[src/rtl/wb_gpr_pkg.sv]
// general register word type, register index and write width encodings
`default_nettype none

package wb_gpr_pkg;

    // ------------------------------------------------------------------------
    // register file geometry
    // ------------------------------------------------------------------------
    localparam int GPR_COUNT = 8;

    typedef logic [31:0] gpr_word_t;

    // x86 register numbering as found in modrm fields
    typedef enum logic [2:0] {
        EAX = 3'd0,
        ECX = 3'd1,
        EDX = 3'd2,
        EBX = 3'd3,
        ESP = 3'd4,
        EBP = 3'd5,
        ESI = 3'd6,
        EDI = 3'd7
    } gpr_index_t;

    // which lanes of the destination get replaced
    typedef enum logic [1:0] {
        WIDTH_8LO = 2'd0,
        WIDTH_8HI = 2'd1,
        WIDTH_16  = 2'd2,
        WIDTH_32  = 2'd3
    } wr_width_t;

endpackage

`default_nettype wire

[src/rtl/wb_seg_pkg.sv]
// segment index encoding, selector and privilege types, cpu mode encoding
`default_nettype none

package wb_seg_pkg;

    // ------------------------------------------------------------------------
    // segment register geometry
    // ------------------------------------------------------------------------
    localparam int SEG_COUNT = 8;

    typedef logic [15:0] selector_t;
    typedef logic [1:0]  priv_t;

    // segment numbering used by the decoder
    typedef enum logic [2:0] {
        ES   = 3'd0,
        CS   = 3'd1,
        SS   = 3'd2,
        DS   = 3'd3,
        FS   = 3'd4,
        GS   = 3'd5,
        LDTR = 3'd6,
        TR   = 3'd7
    } seg_index_t;

    // operating mode as derived from CR0.PE and EFLAGS.VM
    typedef enum logic [1:0] {
        MODE_REAL      = 2'd0,
        MODE_PROTECTED = 2'd1,
        MODE_V8086     = 2'd2
    } cpu_mode_t;

endpackage

`default_nettype wire

[src/rtl/wb_write_decode.sv]
// destination, size and byte lane decode for register writes
`default_nettype none

module wb_write_decode
    import wb_gpr_pkg::*;
(
    input  wire logic       is_8bit,
    input  wire logic       operand_32bit,
    input  wire logic       regrm_word,
    input  wire logic       regrm_dword,
    input  wire logic       dst_is_rm,
    input  wire logic       dst_is_reg,
    input  wire logic       dst_is_implicit,
    input  wire gpr_index_t modrm_reg,
    input  wire gpr_index_t modrm_rm,
    input  wire gpr_index_t implicit_index,
    input  wire logic       write_eax,
    input  wire logic       write_regrm,
    output logic            gpr_wr_en,
    output gpr_index_t      gpr_wr_index,
    output wr_width_t       gpr_wr_width
);

    gpr_index_t dst_index;
    logic       op_32bit;

    // rm beats reg beats implicit with EAX as the fallback
    always_comb begin
        if (dst_is_rm) begin
            dst_index = modrm_rm;
        end else if (dst_is_reg) begin
            dst_index = modrm_reg;
        end else if (dst_is_implicit) begin
            dst_index = implicit_index;
        end else begin
            dst_index = EAX;
        end
    end

    assign gpr_wr_en = write_eax ||
                       (write_regrm && (dst_is_rm || dst_is_reg || dst_is_implicit));

    // word override wins over dword override
    assign op_32bit = regrm_word  ? 1'b0 :
                      regrm_dword ? 1'b1 :
                                    operand_32bit;

    // byte codes 4..7 are AH, CH, DH, BH in registers 0..3
    always_comb begin
        gpr_wr_index = dst_index;
        if (is_8bit) begin
            gpr_wr_index = gpr_index_t'({1'b0, dst_index[1:0]});
            gpr_wr_width = dst_index[2] ? WIDTH_8HI : WIDTH_8LO;
        end else begin
            gpr_wr_width = op_32bit ? WIDTH_32 : WIDTH_16;
        end
    end

endmodule

`default_nettype wire

[src/rtl/wb_gpr_file.sv]
// eight general registers with lane merge and esp restore
`default_nettype none

module wb_gpr_file
    import wb_gpr_pkg::*;
#(
    parameter gpr_word_t STARTUP_ESP = '0
) (
    input  wire logic       clk,
    input  wire logic       rst_n,
    input  wire logic       gpr_wr_en,
    input  wire gpr_index_t gpr_wr_index,
    input  wire wr_width_t  gpr_wr_width,
    input  wire gpr_word_t  result,
    input  wire logic       esp_restore,
    input  wire gpr_word_t  esp_prev,
    output gpr_word_t       gpr [GPR_COUNT]
);

    // ------------------------------------------------------------------------
    // lane merge
    // ------------------------------------------------------------------------

    // high byte lane takes the low byte of the result
    function automatic gpr_word_t merge_lane(
        input gpr_word_t old_value,
        input gpr_word_t new_value,
        input wr_width_t width
    );
        gpr_word_t merged;
        merged = old_value;
        case (width)
            WIDTH_8LO: merged[7:0]  = new_value[7:0];
            WIDTH_8HI: merged[15:8] = new_value[7:0];
            WIDTH_16:  merged[15:0] = new_value[15:0];
            default:   merged       = new_value;
        endcase
        return merged;
    endfunction

    gpr_word_t wr_value;

    assign wr_value = merge_lane(gpr[gpr_wr_index], result, gpr_wr_width);

    // ------------------------------------------------------------------------
    // register array
    // ------------------------------------------------------------------------

    // a normal write always beats the exception restore of esp
    always_ff @(posedge clk) begin
        if (!rst_n) begin
            for (int i = 0; i < GPR_COUNT; i++) begin
                gpr[i] <= '0;
            end
            gpr[ESP] <= STARTUP_ESP;
        end else if (gpr_wr_en) begin
            gpr[gpr_wr_index] <= wr_value;
        end else if (esp_restore) begin
            gpr[ESP] <= esp_prev;
        end
    end

endmodule

`default_nettype wire

[src/rtl/wb_seg_file.sv]
// segment selectors and requested privilege levels
`default_nettype none

module wb_seg_file
    import wb_seg_pkg::*;
#(
    parameter selector_t STARTUP_CS = 16'hF000
) (
    input  wire logic       clk,
    input  wire logic       rst_n,
    input  wire seg_index_t seg_index,
    input  wire selector_t  seg_sel,
    input  wire logic       write_seg_sel,
    input  wire priv_t      seg_rpl,
    input  wire logic       write_seg_rpl,
    output selector_t       sel [SEG_COUNT],
    output priv_t           rpl [SEG_COUNT],
    output priv_t           cs_rpl
);

    // ------------------------------------------------------------------------
    // selectors
    // ------------------------------------------------------------------------
    always_ff @(posedge clk) begin
        if (!rst_n) begin
            for (int i = 0; i < SEG_COUNT; i++) begin
                sel[i] <= '0;
            end
            sel[CS] <= STARTUP_CS;
        end else if (write_seg_sel) begin
            sel[seg_index] <= seg_sel;
        end
    end

    // ------------------------------------------------------------------------
    // privilege levels
    // ------------------------------------------------------------------------

    // own strobe so rpl can change without a selector load
    always_ff @(posedge clk) begin
        if (!rst_n) begin
            for (int i = 0; i < SEG_COUNT; i++) begin
                rpl[i] <= '0;
            end
        end else if (write_seg_rpl) begin
            rpl[seg_index] <= seg_rpl;
        end
    end

    assign cs_rpl = rpl[CS];

endmodule

`default_nettype wire

[src/rtl/wb_mode_result.sv]
// pe, vm and iopl registers with cpl, mode flags and io check level
`default_nettype none

module wb_mode_result
    import wb_seg_pkg::*;
(
    input  wire logic  clk,
    input  wire logic  rst_n,
    input  wire logic  cr0_pe_in,
    input  wire logic  vmflag_in,
    input  wire priv_t iopl_in,
    input  wire priv_t cs_rpl,
    output priv_t      cpl,
    output logic       real_mode,
    output logic       protected_mode,
    output logic       v8086_mode,
    output logic       io_allow_check_needed
);

    logic      cr0_pe;
    logic      vmflag;
    priv_t     iopl;
    cpu_mode_t mode;

    always_ff @(posedge clk) begin
        if (!rst_n) begin
            cr0_pe <= 1'b0;
            vmflag <= 1'b0;
            iopl   <= '0;
        end else begin
            cr0_pe <= cr0_pe_in;
            vmflag <= vmflag_in;
            iopl   <= iopl_in;
        end
    end

    // vm only counts once protection is enabled
    always_comb begin
        if (!cr0_pe) begin
            mode = MODE_REAL;
        end else if (vmflag) begin
            mode = MODE_V8086;
        end else begin
            mode = MODE_PROTECTED;
        end
    end

    assign cpl            = cs_rpl;
    assign real_mode      = (mode == MODE_REAL);
    assign protected_mode = (mode == MODE_PROTECTED);
    assign v8086_mode     = (mode == MODE_V8086);

    // in/out needs the tss bitmap when v8086 or cpl above iopl
    assign io_allow_check_needed = cr0_pe && (vmflag || (cpl > iopl));

endmodule

`default_nettype wire

[src/rtl/write_back.sv]
// top level of the register write-back stage
`default_nettype none

module write_back
    import wb_gpr_pkg::*;
    import wb_seg_pkg::*;
#(
    parameter gpr_word_t STARTUP_ESP = '0,
    parameter selector_t STARTUP_CS  = 16'hF000
) (
    input  wire logic       clk,
    input  wire logic       rst_n,
    // general register write
    input  wire logic       is_8bit,
    input  wire logic       operand_32bit,
    input  wire logic       regrm_word,
    input  wire logic       regrm_dword,
    input  wire logic       dst_is_rm,
    input  wire logic       dst_is_reg,
    input  wire logic       dst_is_implicit,
    input  wire gpr_index_t modrm_reg,
    input  wire gpr_index_t modrm_rm,
    input  wire gpr_index_t implicit_index,
    input  wire logic       write_eax,
    input  wire logic       write_regrm,
    input  wire gpr_word_t  result,
    input  wire logic       esp_restore,
    input  wire gpr_word_t  esp_prev,
    // segment write
    input  wire seg_index_t seg_index,
    input  wire selector_t  seg_sel,
    input  wire logic       write_seg_sel,
    input  wire priv_t      seg_rpl,
    input  wire logic       write_seg_rpl,
    // mode levels
    input  wire logic       cr0_pe_in,
    input  wire logic       vmflag_in,
    input  wire priv_t      iopl_in,
    output gpr_word_t       gpr [GPR_COUNT],
    output selector_t       sel [SEG_COUNT],
    output priv_t           rpl [SEG_COUNT],
    output priv_t           cpl,
    output logic            real_mode,
    output logic            protected_mode,
    output logic            v8086_mode,
    output logic            io_allow_check_needed
);

    logic       gpr_wr_en;
    gpr_index_t gpr_wr_index;
    wr_width_t  gpr_wr_width;
    priv_t      cs_rpl;

    wb_write_decode decode_i (
        .is_8bit(is_8bit), .operand_32bit(operand_32bit),
        .regrm_word(regrm_word), .regrm_dword(regrm_dword),
        .dst_is_rm(dst_is_rm), .dst_is_reg(dst_is_reg), .dst_is_implicit(dst_is_implicit),
        .modrm_reg(modrm_reg), .modrm_rm(modrm_rm), .implicit_index(implicit_index),
        .write_eax(write_eax), .write_regrm(write_regrm),
        .gpr_wr_en(gpr_wr_en), .gpr_wr_index(gpr_wr_index), .gpr_wr_width(gpr_wr_width)
    );

    wb_gpr_file #(.STARTUP_ESP(STARTUP_ESP)) gpr_file_i (
        .clk(clk), .rst_n(rst_n),
        .gpr_wr_en(gpr_wr_en), .gpr_wr_index(gpr_wr_index), .gpr_wr_width(gpr_wr_width),
        .result(result), .esp_restore(esp_restore), .esp_prev(esp_prev),
        .gpr(gpr)
    );

    wb_seg_file #(.STARTUP_CS(STARTUP_CS)) seg_file_i (
        .clk(clk), .rst_n(rst_n),
        .seg_index(seg_index), .seg_sel(seg_sel), .write_seg_sel(write_seg_sel),
        .seg_rpl(seg_rpl), .write_seg_rpl(write_seg_rpl),
        .sel(sel), .rpl(rpl), .cs_rpl(cs_rpl)
    );

    wb_mode_result mode_result_i (
        .clk(clk), .rst_n(rst_n),
        .cr0_pe_in(cr0_pe_in), .vmflag_in(vmflag_in), .iopl_in(iopl_in), .cs_rpl(cs_rpl),
        .cpl(cpl), .real_mode(real_mode), .protected_mode(protected_mode),
        .v8086_mode(v8086_mode), .io_allow_check_needed(io_allow_check_needed)
    );

endmodule

`default_nettype wire

[config.mk]
export PLATFORM = sky130hd
export DESIGN_NAME = write_back
export DESIGN_NICKNAME = d
export VERILOG_FILES = /design/src/rtl/wb_gpr_pkg.sv /design/src/rtl/wb_seg_pkg.sv /design/src/rtl/wb_write_decode.sv /design/src/rtl/wb_gpr_file.sv /design/src/rtl/wb_seg_file.sv /design/src/rtl/wb_mode_result.sv /design/src/rtl/write_back.sv
export SDC_FILE = /design/constraint.sdc
export NUM_CORES = 1
export LEC_CHECK = 0
export ABC_AREA = 1
export ABC_CLOCK_PERIOD_IN_PS = 1500
export BUFFER_PORTS_ARGS = -buffer_cell sky130_fd_sc_hd__buf_4
export CAP_MARGIN = 20
export CORE_AREA = 2 2 202 204
export DETAILED_ROUTE_END_ITERATION = 10
export DIE_AREA = 0 0 204 206
export GPL_TIMING_DRIVEN = 1
export PLACE_DENSITY_LB_ADDON = 0.08
export SLEW_MARGIN = 20
export SYNTH_ARGS = -nofsm -noshare
export SYNTH_HDL_FRONTEND = slang
export SYNTH_SLANG_ARGS = --single-unit
[constraint.sdc]
create_clock -name clk -period 1.5 [get_ports clk]
set_input_delay 0.15 -clock clk [delete_from_list [all_inputs] [get_ports clk]]
set_output_delay 0.15 -clock clk [all_outputs]
set_load 0.02 [all_outputs]
==> impl_metrics.toml, run 1 <==
[final_layout]
nets = 3133
final_core_util_pct = 62.74
drive_above_1_share_pct = 30.16
seqCellArea_um2 = 8094
fillerInstances = 3594
area_growth_pct = 44.44
multi_input_area_um2 = 7880

[clock_network]
clkTransAtPathRegs_ns = 0.06
clock_path_buffers = 3
cts.sinks = 404
root_buffer = "clkbuf_16"
cts-buffers-inserted = 45
h-tree-depth = 2
cts_tree = "built"
clk_latency_ns = 0.58

[sta]
rsz0062_at_grt = "yes"
tightest_slew_ns = 0.5756
setup_viol = 1
skew_ns = 0.01710
setup_tns_ns = -0.2346
max-slew-margin-rel_pct = 61.54
maxSlewViolCount = 0
fin_crit_ns = 1.735
fmaxAchievable_mhz = 576.5
setup_ws_ns = -0.2346
final_hold_viol_count = 0
post-route-period-util_pct = 115.6

[floorplanning]
die_y_um = 206
die_x_um = 204
rows = 74
start_util_pct = 43.44
core_um2 = 40180
dieArea_um2 = 42020
boundaryPins = 518

[yosys]
synthesis.nets = 2524
synthesis.area_um2 = 17450
synth_top_cell_by_area = "dfxtp_1"
yosys.cell_count.top_type = "dfxtp_1"
yosysSeqAreaShare_pct = 46.34
yosysWarningCount = 0
synth_edf_count = 0
synth_common_cells = "dfxtp_1, nand2_1, o21ai_0, nor2_1, a21oi_1"
synth.avg_cell_area_um2 = 7.242
synth_flop_cell = "dfxtp_1"
synth_cells = 2410
ys_ff_latch = 404
synth.distinct_cells = 36
ys_top_cells_by_area = "dfxtp_1, o21ai_0, nand2_1"
synth_top_area_share_pct = 46.34
async_reset_ff_share_pct = 0

[placed_design]
place_congestion = 0.9039
io_buffers = 517
hpwlAfterDp_um = 49830

[global_route]
gr-total-overflow = 0
antenna_found_initial = 3
grt_usage_pct = 31.84
grt_pass1_vias = 17293
grt_max_degree = 65
grt_pass1_wl_um = 103100

[detailed_routing]
wirelength_um = 71810
drt_iter0_drc = 1549
wl_per_cell_um = 20.04
vias_per_cell = 5.319
drc_errors = 0
first_pass_iters = 7
num_vias = 19058
ant_nets = 0

[outcome]
violations = "negative setup slack"
outcome = "complete, but fails checks"

[worst_setup_path]
path_class = "reg2out"
cp.arrival_ns = 1.58
crit_required_ns = 1.35
start_kind = "flip-flop"
cp_max_fo = 2
critical_path.endpoint_type = "primary output"

[pwr]
vdd_drop_max_v = 0.0009293
power.leakage_nw = 12.06
power.total_w = 0.02843
p_per_area_nw_per_um2 = 1128

[run]
cap_violations = 0

[min_path]
hold_class = "in2reg"
## critical path, stage by stage (launching register included)
cell	delay, ns
dfxtp_2	0.31
inv_1	0.10
ha_4	0.21
a21oi_2	0.12
o21ai_1	0.07
nand2_1	0.08
buf_6	0.12
## cell type report
class | instances | share of cell area, %
Antenna cell | 1 | 0.009926
Clock buffer | 66 | 5.226
Clock inverter | 12 | 0.4764
Inverter | 259 | 3.955
Multi-Input combinational cell | 1591 | 31.26
Sequential cell | 404 | 32.10
Tap cell | 532 | 2.640
Timing Repair Buffer | 716 | 24.27
Timing Repair inverter | 2 | 0.05955
## metrics by stage
stage,hold WS (ns),setup WS [ns],cell area [um^2],std cells
floorplan,0.2476,-0.004899,17480,2410
CTS,0.002302,-0.3259,24590,3553
finish,0.02499,-0.2346,25210,3583
global placement,0.3369,-0.8595,22420,3404
detailed placement,0.3373,-0.9274,22420,3404
global route,0.03202,-0.3271,25210,3582
## what timing repair did
action / CTS / global route
hold endpoints to repair: 178 / 0
hold buffers: 66 / 0
gates cloned: 2 / 8
pin swaps: 2 / 21
endpoints found under the setup margin: 68 / 274
setup buffers: 3 / 22
gates resized for setup: 7 / 99
## state kept, by name (all words and copies together) (netlist names)
register,flops
gpr_file_i.gpr,256
mode_result_i.cr0_pe,1
mode_result_i.iopl,2
mode_result_i.vmflag,1
seg_file_i.cs_rpl,2
seg_file_i.rpl,14
seg_file_i.sel,128
## where the power goes
part	switching [W]	internal [W]	leakage, nW
combinational	0.00348	0.00218	8.06
sequential	0.000473	0.0113	3.29
clock	0.00457	0.00641	0.708
total	0.00853	0.0199	12.1
## cells by family (layout without fill, tap and decap cells)
kind of cell | after synthesis | count (layout) | synth area share [%]
simple gates | 876 | 880 | 21.75
buf+inv | 419 | 1055 | 10.10
flops | 404 | 404 | 46.34
fa+ha+maj | 2 | 2 | 0.1433
other cells | 0 | 1 | 0
compound gates | 709 | 709 | 21.67
## worst paths after layout
kind	startpoint	end	slack, ns	depth (start not counted)
setup / recovery	seg_file_i.cs_rpl[0]	io_allow_check_needed	-0.23	6
hold / removal	esp_prev[15]	gpr_file_i.gpr[111]	0.02	5
setup reg to reg	gpr_file_i.gpr[201]	gpr_file_i.gpr[105]	0.18	6
hold reg to reg	seg_file_i.sel[37]	seg_file_i.sel[37]	0.44	2
## metal layers
metal	wire length [um]	vias to the layer above	track usage (%)
met5	20	-	0
met4	2474	4	12.94
met3	7286	136	7.285
met2	32830	998	50.41
met1	29210	8899	41.97
li1	-	9021	-
## cell usage in the layout (no fill, tap or decap), types with 4 or more instances in the layout
| cell | count |
|---|---|
| clkbuf_1 | 12 |
| nor2_1 | 288 |
| nor2_4 | 12 |
| nand2_2 | 28 |
| nor2_2 | 7 |
| nand2_4 | 23 |
| dfxtp_1 | 401 |
| o21ai_0 | 317 |
| buf_4 | 599 |
| inv_1 | 232 |
| clkbuf_8 | 7 |
| inv_4 | 4 |
| nand3_1 | 131 |
| buf_6 | 9 |
| a21oi_1 | 246 |
| buf_12 | 33 |
| o211ai_1 | 8 |
| clkinvlp_4 | 7 |
| o21ai_1 | 66 |
| a21oi_2 | 70 |
| nand2_1 | 360 |
| clkinv_2 | 7 |
| dlygate4sd3_1 | 66 |
| inv_2 | 19 |
| clkbuf_16 | 51 |
| or2_2 | 17 |
Note: power is estimated with default switching activity, not from simulation.
==> run 2, diff against run 1 <==
- CTS_BUF_LIST: not set -> sky130_fd_sc_hd__clkbuf_16
==> impl_metrics.toml, run 2 (synthesized netlist as in run 1, its figures left out) <==
[worst_setup_path]
cp_max_fo = 2
worstPathCellList = "inv_1 > ha_4 > a21oi_2 > o21ai_1 > nand2_1 > buf_6"
critical_path.endpoint_type = "primary output"
worst-r2r-setup-slack_ns = 0.18
worst_r2r_path_depth = 6
cp.depth = 6
regToRegStartpoint = "gpr_file_i.gpr[201]"
cp_slowest_cell = "dfxtp_2"
crit_required_ns = 1.35
start_kind = "flip-flop"
cp_num_buf_inv = 2
rr_endpoint = "gpr_file_i.gpr[105]"
crit_family = "flip-flops"
slowest_delay_ns = 0.31
cp.arrival_ns = 1.59
path_class = "reg2out"

[global_route]
gr-total-overflow = 0
grt_pass1_vias = 17257
gr-usage-met2_pct = 50.63
use_met3_pct = 7.332
grt_max_degree = 65
met1_usage_pct = 41.90
grt-busiest-layer = "met2"
grt_pass1_wl_um = 103100
antenna_found_initial = 3
grt_usage_pct = 31.84

[clock_network]
cts.sinks = 404
clock_path_buffers = 3
cts_tree = "built"
clk_latency_ns = 0.58
root_buffer = "clkbuf_16"
cts-buffers-inserted = 45
clkTransAtPathRegs_ns = 0.06
h-tree-depth = 2

[floorplanning]
core_um2 = 40180
dieArea_um2 = 42020
start_util_pct = 43.44
die_x_um = 204
die_y_um = 206
rows = 74
boundaryPins = 518

[sta]
fmaxAchievable_mhz = 575.9
post-route-period-util_pct = 115.8
tightest_slew_ns = 0.7271
setup_tns_ns = -0.2363
max-slew-margin-rel_pct = 51.47
fin_crit_ns = 1.736
setup_viol = 1
final_hold_viol_count = 0
skew_ns = 0.01493
maxSlewViolCount = 0
setup_ws_ns = -0.2363
rsz0062_at_grt = "yes"

[detailed_routing]
wl_per_cell_um = 19.99
vias_per_cell = 5.295
drc_errors = 0
wirelength_um = 71610
ant_nets = 0
drt_iter0_drc = 1615
first_pass_iters = 6
num_vias = 18965

[placed_design]
place_ws_ns = -0.9274
place_congestion = 0.9039
hpwlAfterDp_um = 49830
io_buffers = 517

[pwr]
power.leakage_nw = 12.07
vdd_drop_max_v = 0.0009274
p_per_area_nw_per_um2 = 1113
power.total_w = 0.02796

[final_layout]
top_regs = "gpr_file_i.gpr: 256 flops, seg_file_i.sel: 128 flops, seg_file_i.rpl: 14 flops"
drive_above_1_share_pct = 29.85
nets = 3132
fillerInstances = 3615
top_register = "gpr_file_i.gpr"
largest_register_ffs = 256
layout_commonest_cell = "buf_4"
final_cell_mix = "buf_4, dfxtp_1, nand2_1"
area_growth_pct = 43.93

[run]
cap_violations = 0

[min_path]
hold_class = "in2reg"
hold-path-endpoint = "gpr_file_i.gpr[111]"
min-delay-start = "esp_prev[15]"
hold_path_depth = 5

[outcome]
violations = "negative setup slack"
outcome = "complete, but fails checks"
-- run 2: cell types whose count changed in the layout (fill, tap and decap cells not counted), moves of 3 or more --
cell / previous run / this run
clkbuf_1: 12 / 0
nand2_4: 23 / 26
nand2_2: 28 / 24
clkinv_1: 0 / 7
clkbuf_8: 7 / 0
inv_1: 232 / 244
-- run 2: what timing repair did --
item | in CTS | in global routing
hold buffers | 66 | 0
endpoints found under the setup margin | 67 | 277
pin swaps | 2 | 17
hold endpoints to repair | 178 | 0
gates cloned | 2 | 8
gates resized for setup | 7 | 98
setup buffers | 3 | 20
-- run 2: worst max-delay path by stage --
stage	start	endpoint
after floorplan	dst_is_rm	gpr_file_i.gpr[253]
after global placement	dst_is_reg	gpr_file_i.gpr[64]
after detailed placement	dst_is_reg	gpr_file_i.gpr[66]
after CTS	seg_file_i.cs_rpl[0]	io_allow_check_needed
after global routing	seg_file_i.cs_rpl[0]	io_allow_check_needed
final	seg_file_i.cs_rpl[0]	io_allow_check_needed
-- run 2: where the power goes --
group / total, W / internal [W] / switching, W
clock network: 0.0105 / 0.00597 / 0.00456
registers: 0.0118 / 0.0113 / 0.000472
logic: 0.00564 / 0.00217 / 0.00347
-- run 2: worst min-delay path: cells and delay by family --
kind,cells,cell delay (ns)
buf+inv,1,0.11
simple gates,2,0.16
compound gates,2,0.12
-- run 2: layout make-up --
| class | count | area (um^2) | area share [%] |
|---|---|---|---|
| repair buffers | 715 | 6108 | 24.32 |
| flip-flops and latches | 404 | 8094 | 32.22 |
| multi-input cells | 1591 | 7871 | 31.33 |
| clock buffers | 47 | 1176 | 4.682 |
| inverters | 259 | 997.2 | 3.970 |
| clock inverters | 31 | 191.4 | 0.7620 |
| diodes | 1 | 2.502 | 0.009961 |
| repair inverters | 2 | 15.01 | 0.05977 |
| well taps | 532 | 665.6 | 2.650 |
-- run 2: metrics by stage --
stage / hold WS [ns] / area (um^2) / util (%) / instances
after global routing: 0.03394 / 25120 / 62.51 / 3581
after detailed placement: 0.3373 / 22420 / 55.80 / 3404
final: 0.02446 / 25120 / 62.52 / 3582
after CTS: 0.001349 / 24520 / 61.03 / 3553
after floorplan: 0.2476 / 17480 / - / 2410
after global placement: 0.3369 / 22420 / 55.80 / 3404
-- run 2: routing by layer --
layer	routed length, um	vias up
met4	2528	4
met2	32640	941
li1	-	9018
met5	20	-
met1	29140	8855
met3	7280	147
